--- config.mk ---
export PLATFORM = sky130hd
export DESIGN_NAME = mul_top
export DESIGN_NICKNAME = d
export VERILOG_FILES = /design/src/mul_pkg.sv /design/src/mul_booth_r4.sv /design/src/mul_csa_row42.sv /design/src/mul_csa_row52.sv /design/src/mul_wallace_tree.sv /design/src/mul_top.sv
export VERILOG_INCLUDE_DIRS = /design/src
export SDC_FILE = /design/constraint.sdc
export NUM_CORES = 2
export LEC_CHECK = 0
export ABC_AREA = 1
export BUFFER_PORTS_ARGS = -buffer_cell sky130_fd_sc_hd__buf_4
export CAP_MARGIN = 10
export CORE_ASPECT_RATIO = 0.75
export CORE_UTILIZATION = 60
export DETAILED_ROUTE_END_ITERATION = 6
export PLACE_DENSITY_LB_ADDON = 0.3
export SLEW_MARGIN = 20
export SYNTH_ARGS = -nofsm -noshare
export SYNTH_HDL_FRONTEND = slang
export SYNTH_SLANG_ARGS = --single-unit
export TNS_END_PERCENT = 50
--- constraint.sdc ---
create_clock -name clk -period 7.1 [get_ports clk]
set_input_delay 1.42 -clock clk [delete_from_list [all_inputs] [get_ports clk]]
set_output_delay 1.42 -clock clk [all_outputs]
set_load 0.02 [all_outputs]
--- src/mul_params.svh ---
`ifndef MUL_PARAMS_SVH
`define MUL_PARAMS_SVH

// operand width in bits
`define MUL_XLEN 32

// radix-4 digits needed for a 34-bit extended multiplier
`define MUL_PP_COUNT 17

// register stages from the input strobe to the result
`define MUL_PIPE_DEPTH 5

`endif

--- src/mul_pkg.sv ---
`include "mul_params.svh"

package mul_pkg;

  // one source operand
  typedef logic [`MUL_XLEN-1:0] operand_t;
  // full double-width product
  typedef logic [2*`MUL_XLEN-1:0] product_t;
  // partial product or compressor output row, same width as the product
  typedef logic [2*`MUL_XLEN-1:0] pp_row_t;

  localparam int PP_COUNT = `MUL_PP_COUNT;

endpackage

--- src/mul_booth_r4.sv ---
`include "mul_params.svh"

module mul_booth_r4 (
  input  logic                                        rs1_signed_i,
  input  logic                                        rs2_signed_i,
  input  mul_pkg::operand_t                           rs1_i,
  input  mul_pkg::operand_t                           rs2_i,
  output mul_pkg::pp_row_t [`MUL_PP_COUNT-1:0]        pp_o
);

  // operands widened by two bits so unsigned values stay positive
  logic [`MUL_XLEN+1:0] a_ext;
  logic [`MUL_XLEN+1:0] b_ext;
  // multiplier with the implicit zero below bit 0
  logic [`MUL_XLEN+2:0] b_scan;
  // multiplicand sign-extended to the full row width
  mul_pkg::pp_row_t     a_wide;

  assign a_ext  = {{2{rs1_signed_i & rs1_i[`MUL_XLEN-1]}}, rs1_i};
  assign b_ext  = {{2{rs2_signed_i & rs2_i[`MUL_XLEN-1]}}, rs2_i};
  assign b_scan = {b_ext, 1'b0};
  assign a_wide = {{(`MUL_XLEN-2){a_ext[`MUL_XLEN+1]}}, a_ext};

  for (genvar i = 0; i < `MUL_PP_COUNT; i++) begin : g_row
    logic [2:0]       grp;
    logic             sel_one;
    logic             sel_two;
    logic             neg;
    mul_pkg::pp_row_t mag;
    mul_pkg::pp_row_t row;

    // overlapping 3-bit window, digit in -2..+2
    assign grp = b_scan[2*i +: 3];

    // 001, 010, 101, 110 select one times the multiplicand
    assign sel_one = grp[0] ^ grp[1];
    // 011 and 100 select two times
    assign sel_two = (grp == 3'b011) | (grp == 3'b100);
    // 111 also sets neg, but mag is zero there
    assign neg     = grp[2];

    always_comb begin
      if (sel_one) begin
        mag = a_wide;
      end else if (sel_two) begin
        mag = a_wide << 1;
      end else begin
        mag = '0;
      end
    end

    assign row = neg ? (~mag + 1'b1) : mag;

    // weight of digit i is 4^i
    assign pp_o[i] = row << (2 * i);
  end

endmodule

--- src/mul_csa_row42.sv ---
module mul_csa_row42 (
  input  mul_pkg::pp_row_t x0_i,
  input  mul_pkg::pp_row_t x1_i,
  input  mul_pkg::pp_row_t x2_i,
  input  mul_pkg::pp_row_t x3_i,
  output mul_pkg::pp_row_t sum_o,
  output mul_pkg::pp_row_t carry_o
);

  localparam int W = $bits(mul_pkg::pp_row_t);

  // first full adder sum and the carry passed to the next column
  logic s1;
  logic cout;
  // carry arriving from the column below
  logic cin;

  always_comb begin
    cin     = 1'b0;
    sum_o   = '0;
    carry_o = '0;
    for (int j = 0; j < W; j++) begin
      // first adder takes three rows
      s1   = x0_i[j] ^ x1_i[j] ^ x2_i[j];
      cout = (x0_i[j] & x1_i[j]) | (x0_i[j] & x2_i[j]) | (x1_i[j] & x2_i[j]);

      // second adder merges the fourth row and the incoming carry
      sum_o[j] = s1 ^ x3_i[j] ^ cin;

      // carry row leaves pre-shifted, top column overflows out of range
      if (j < W - 1) begin
        carry_o[j+1] = (s1 & x3_i[j]) | (s1 & cin) | (x3_i[j] & cin);
      end

      cin = cout;
    end
  end

endmodule

--- src/mul_csa_row52.sv ---
module mul_csa_row52 (
  input  mul_pkg::pp_row_t x0_i,
  input  mul_pkg::pp_row_t x1_i,
  input  mul_pkg::pp_row_t x2_i,
  input  mul_pkg::pp_row_t x3_i,
  input  mul_pkg::pp_row_t x4_i,
  output mul_pkg::pp_row_t sum_o,
  output mul_pkg::pp_row_t carry_o
);

  localparam int W = $bits(mul_pkg::pp_row_t);

  // partial sums of the first two adders in a column
  logic s1;
  logic s2;
  // carries handed to the next column
  logic cout0;
  logic cout1;
  // carries from the column below
  logic cin0;
  logic cin1;

  always_comb begin
    cin0    = 1'b0;
    cin1    = 1'b0;
    sum_o   = '0;
    carry_o = '0;
    for (int j = 0; j < W; j++) begin
      // rows 0..2
      s1    = x0_i[j] ^ x1_i[j] ^ x2_i[j];
      cout0 = (x0_i[j] & x1_i[j]) | (x0_i[j] & x2_i[j]) | (x1_i[j] & x2_i[j]);

      // row 3 with the first lateral carry
      s2    = s1 ^ x3_i[j] ^ cin0;
      cout1 = (s1 & x3_i[j]) | (s1 & cin0) | (x3_i[j] & cin0);

      // row 4 with the second lateral carry
      sum_o[j] = s2 ^ x4_i[j] ^ cin1;
      if (j < W - 1) begin
        carry_o[j+1] = (s2 & x4_i[j]) | (s2 & cin1) | (x4_i[j] & cin1);
      end

      cin0 = cout0;
      cin1 = cout1;
    end
  end

endmodule

--- src/mul_wallace_tree.sv ---
`include "mul_params.svh"

module mul_wallace_tree (
  input  logic                                 clk,
  input  logic                                 rst,
  input  logic                                 in_valid_i,
  input  mul_pkg::pp_row_t [`MUL_PP_COUNT-1:0] pp_i,
  output logic                                 out_valid_o,
  output mul_pkg::product_t                    product_o
);

  // stage 1 holds the raw partial products
  mul_pkg::pp_row_t [`MUL_PP_COUNT-1:0] s1_q;
  // level one output, 17 rows down to 8
  mul_pkg::pp_row_t [7:0]               s2_d;
  mul_pkg::pp_row_t [7:0]               s2_q;
  // level two output, 8 down to 4
  mul_pkg::pp_row_t [3:0]               s3_d;
  mul_pkg::pp_row_t [3:0]               s3_q;
  // level three output, 4 down to 2
  mul_pkg::pp_row_t [1:0]               s4_d;
  mul_pkg::pp_row_t [1:0]               s4_q;
  // carry-propagate add of the last two rows
  mul_pkg::product_t                    final_sum;

  // one bit per stage, last bit is the output strobe
  logic [`MUL_PIPE_DEPTH-1:0]           valid_q;

  // level one: a 5-2 row on rows 0..4
  mul_csa_row52 u_l1_row52 (
    .x0_i    (s1_q[0]),
    .x1_i    (s1_q[1]),
    .x2_i    (s1_q[2]),
    .x3_i    (s1_q[3]),
    .x4_i    (s1_q[4]),
    .sum_o   (s2_d[0]),
    .carry_o (s2_d[1])
  );

  // then 4-2 rows on rows 5..16
  for (genvar k = 0; k < 3; k++) begin : g_l1_row42
    mul_csa_row42 u_row42 (
      .x0_i    (s1_q[5+4*k]),
      .x1_i    (s1_q[6+4*k]),
      .x2_i    (s1_q[7+4*k]),
      .x3_i    (s1_q[8+4*k]),
      .sum_o   (s2_d[2+2*k]),
      .carry_o (s2_d[3+2*k])
    );
  end

  // level two
  for (genvar k = 0; k < 2; k++) begin : g_l2_row42
    mul_csa_row42 u_row42 (
      .x0_i    (s2_q[4*k]),
      .x1_i    (s2_q[4*k+1]),
      .x2_i    (s2_q[4*k+2]),
      .x3_i    (s2_q[4*k+3]),
      .sum_o   (s3_d[2*k]),
      .carry_o (s3_d[2*k+1])
    );
  end

  // level three
  mul_csa_row42 u_l3_row42 (
    .x0_i    (s3_q[0]),
    .x1_i    (s3_q[1]),
    .x2_i    (s3_q[2]),
    .x3_i    (s3_q[3]),
    .sum_o   (s4_d[0]),
    .carry_o (s4_d[1])
  );

  assign final_sum = s4_q[0] + s4_q[1];

  // datapath stages run every cycle
  always_ff @(posedge clk) begin
    s1_q <= pp_i;
    s2_q <= s2_d;
    s3_q <= s3_d;
    s4_q <= s4_d;
    // result only changes when an operation reaches the last stage
    if (valid_q[`MUL_PIPE_DEPTH-2]) begin
      product_o <= final_sum;
    end
  end

  always_ff @(posedge clk) begin
    if (rst) begin
      valid_q <= '0;
    end else begin
      valid_q <= {valid_q[`MUL_PIPE_DEPTH-2:0], in_valid_i};
    end
  end

  assign out_valid_o = valid_q[`MUL_PIPE_DEPTH-1];

endmodule

--- src/mul_top.sv ---
module mul_top (
  input  logic              clk,
  input  logic              rst,
  input  logic              in_valid_i,
  input  logic              rs1_signed_i,
  input  logic              rs2_signed_i,
  input  mul_pkg::operand_t rs1_i,
  input  mul_pkg::operand_t rs2_i,
  output logic              out_valid_o,
  output mul_pkg::product_t product_o
);

  // booth rows feeding the tree
  mul_pkg::pp_row_t [mul_pkg::PP_COUNT-1:0] pp;

  mul_booth_r4 u_booth (
    .rs1_signed_i (rs1_signed_i),
    .rs2_signed_i (rs2_signed_i),
    .rs1_i        (rs1_i),
    .rs2_i        (rs2_i),
    .pp_o         (pp)
  );

  // five-stage reduction and final add
  mul_wallace_tree u_tree (
    .clk         (clk),
    .rst         (rst),
    .in_valid_i  (in_valid_i),
    .pp_i        (pp),
    .out_valid_o (out_valid_o),
    .product_o   (product_o)
  );

endmodule

==> flow_metrics.env <==
export IMPL_wirelength_mm=309
export IMPL_dieArea_um2=133000
export IMPL_r2r_end="u_tree.product_o[43]"
export IMPL_drive_gt1_frac=0.0597
export IMPL_synthArstFlopShare=0
export IMPL_crit_path_start_kind="input pin"
export IMPL_yosysWarnings=0
export IMPL_drv_cap=0
export IMPL_fin_crit_sh=0.710
export IMPL_worst_path_buf_inv=4
export IMPL_grt_setup_unrepaired="no"
export IMPL_hold_path_class="reg2reg"
export IMPL_hold_buffers=0
export IMPL_synth_top_area_cell="dfxtp_1"
export IMPL_postRouteAntennaNets=0
export IMPL_port_buffers=133
export IMPL_synth_edf_count=64
export IMPL_vias=66000
export IMPL_reg2reg_depth=15
export IMPL_via_per_inst=5.92
export IMPL_std_cell_rows=114
export IMPL_synth_top_area_share=0.390
export IMPL_num_io_pins=134
export IMPL_numCtsBuffers=151
export IMPL_worstPathRequired_ns=7.74
export IMPL_grt_overflow=0
export IMPL_clk_pin_slew_ns=0.06
export IMPL_hold_violations=0
export IMPL_core_um2=130000
export IMPL_finalCriticalPeriod_ns=5.04
export IMPL_floorplan_initialDensity=0.608
export IMPL_power_density_nw_per_um2=462
export IMPL_avgRoutedWirePerCell_um=27.7
export IMPL_place_gp_congestion=1.03
export IMPL_crit_path_end_kind="flip-flop"
export IMPL_relSlewSlack=0.166
export IMPL_syn_area_um2=78700
export IMPL_cts_resized=0
export IMPL_drc=76
export IMPL_grt_pass1_wl_mm=432
export IMPL_crit_chain="buf_4 > inv_1 > ha_1 > buf_4 > o21ai_0 > nand2_1 > ha_1 > nand3_1 > inv_1 > nand2_1 > nor2_1 > nand3_1 > nand2_1 > nand2_1"
export IMPL_ir_worst_vdd_mv=0.300
export IMPL_critPathKind="in2reg"
export IMPL_cts_setup_buffers=0
export IMPL_fin_skew_ns=0.0295
export IMPL_grt_pass1_vias=62400
export IMPL_critPathArrivalTime_ns=5.68
export IMPL_regToRegStartpoint="u_tree.s4_q[73]"
export IMPL_die_w_um=420
export IMPL_cts_root_buffer="clkbuf_16"
export IMPL_finalMaxSlewViolations=0
export IMPL_max_freq_mhz=198
export IMPL_whs_ns=0.328
export IMPL_clock_sinks=1598
export IMPL_syn_inst=9326
export IMPL_nFillCells=10500
export IMPL_synth_seq_cells=1598
export IMPL_dp_slack_ns=1.43
export IMPL_fin_nets=10200
export IMPL_firstDrtPassIters=7
export IMPL_htreeDepth=4
export IMPL_slowest_stage="ha_1"
export IMPL_dr_first_iter_drc_count=9851
export IMPL_path_delay_family="simple AND/OR/NAND/NOR gates"
export IMPL_min_from="u_tree.s1_q[330]"
export IMPL_setup_slack_ns=2.06
export IMPL_setup_viol=0
export IMPL_worst_slew_pin_slew_ns=1.25
export IMPL_register_area_um2=32600
export IMPL_ys_types=44
export IMPL_clkLatencyLatePin_ns=0.81
export IMPL_outcome="finished, violations left"
export IMPL_holdPathEnd="u_tree.s2_q[138]"
export IMPL_layout_common_cells="nand2_1, dfxtp_1, nor2_1"
export IMPL_violations="DRC"
export IMPL_leakagePower_nw=40.6
export IMPL_area_growth_syn_to_layout_pct=8.74
export IMPL_chipHeight_um=316
export IMPL_yosysSeqAreaShare=0.415
export IMPL_grt_start_max_net_pins=66
export IMPL_cpMostUsedCell="nand2_1"
export IMPL_clockBufferDepth=3
export IMPL_dp_hpwl_mm=221
export IMPL_syn_num_nets=10200
export IMPL_antenna_found_initial=47
export IMPL_path_max_fanout=41
export IMPL_multiInputGateArea_um2=41600
export IMPL_ys_flop_type="dfxtp_1"
export IMPL_cts_tree="built"
export IMPL_layout_cells_most_common="nand2_1"
export IMPL_syn_avg_cell_area_um2=8.44
export IMPL_r2r_setup_slack_ns=3.98
export IMPL_grt_total_usage=0.464
export IMPL_tns_ns=0
export IMPL_critPathMaxStageDelay_ns=0.81
export IMPL_worstHoldPathCells=0
export IMPL_synthTopCellsByArea="dfxtp_1, fa_1, nand2_1"
synthesized netlist by cell type (21+ instances only):
library cell,number
nand2_1,3187
dfxtp_1,1534
nor2_1,829
fa_1,668
o21ai_0,665
inv_1,649
nand3_1,402
xor2_1,202
ha_1,176
xnor2_1,144
buf_2,134
clkbuf_1,133
a21oi_1,88
edfxtp_1,64
nand3b_1,57
buf_1,48
nor2_2,41
nand4_1,35
a31oi_1,33
buf_4,31
nor3_1,27
inv_2,26
nand2_2,26
buf_6,21
state kept, by name (all words and copies together), names as in the netlist:
signal / cells
u_tree.s1_q: 816
u_tree.s2_q: 387
u_tree.s3_q: 207
u_tree.s4_q: 119
u_tree.product_o: 64
u_tree.valid_q: 5
layout make-up:
type,count,share of cell area
Multi-Input combinational cell,6667,0.487
Sequential cell,1598,0.381
Clock buffer,213,0.0513
Inverter,676,0.0297
Tap cell,1740,0.0254
Timing Repair Buffer,169,0.0148
Clock inverter,60,0.0103
Antenna cell,23,0.000672
where the power goes:
part           switching [W]  internal [W]  total (W)
Clock                0.00378       0.00489    0.00868
Combinational         0.0106       0.00601     0.0166
Sequential           0.00212        0.0122     0.0143
stage by stage:
stage	util	std cells	power (W)	area (um2)
final	0.661	11100	0.0396	85600
after global routing	0.660	11100	0.0410	85500
after CTS	0.660	11100	0.0387	85500
after detailed placement	0.620	10900	0.0295	80300
after global placement	0.620	10900	0.0287	80300
after floorplan	-	9326	0.0219	78700
worst max path at each step:
stage | from | cells after the start | slack, ns | endpoint
floorplan | rs2_i[9] | 17 | 3.22 | u_tree.s1_q[364]
global placement | rs2_i[3] | 14 | 1.54 | u_tree.s1_q[180]
detailed placement | rs2_i[3] | 14 | 1.43 | u_tree.s1_q[176]
CTS | rs2_i[3] | 14 | 2.23 | u_tree.s1_q[178]
global route | rs2_i[3] | 14 | 1.86 | u_tree.s1_q[168]
finish | rs2_i[3] | 14 | 2.06 | u_tree.s1_q[168]
metal layers:
layer	routed length, um	vias up	GRT usage
met1	118000	31200	0.627
met4	16000	20	0.210
met5	161	-	0
met3	52800	982	0.211
met2	122000	4933	0.633
li1	-	28900	-
kinds of logic after synthesis:
group | after synthesis | share of synthesized area
AO/OA/AOI/OAI | 835 | 0.0548
XOR/XNOR | 346 | 0.0385
adder cells (fa/ha/maj) | 844 | 0.198
buffers and inverters | 1061 | 0.0565
flip-flops | 1598 | 0.415
AND/OR/NAND/NOR | 4642 | 0.238
No activity file was read; power rests on OpenSTA's default activity.
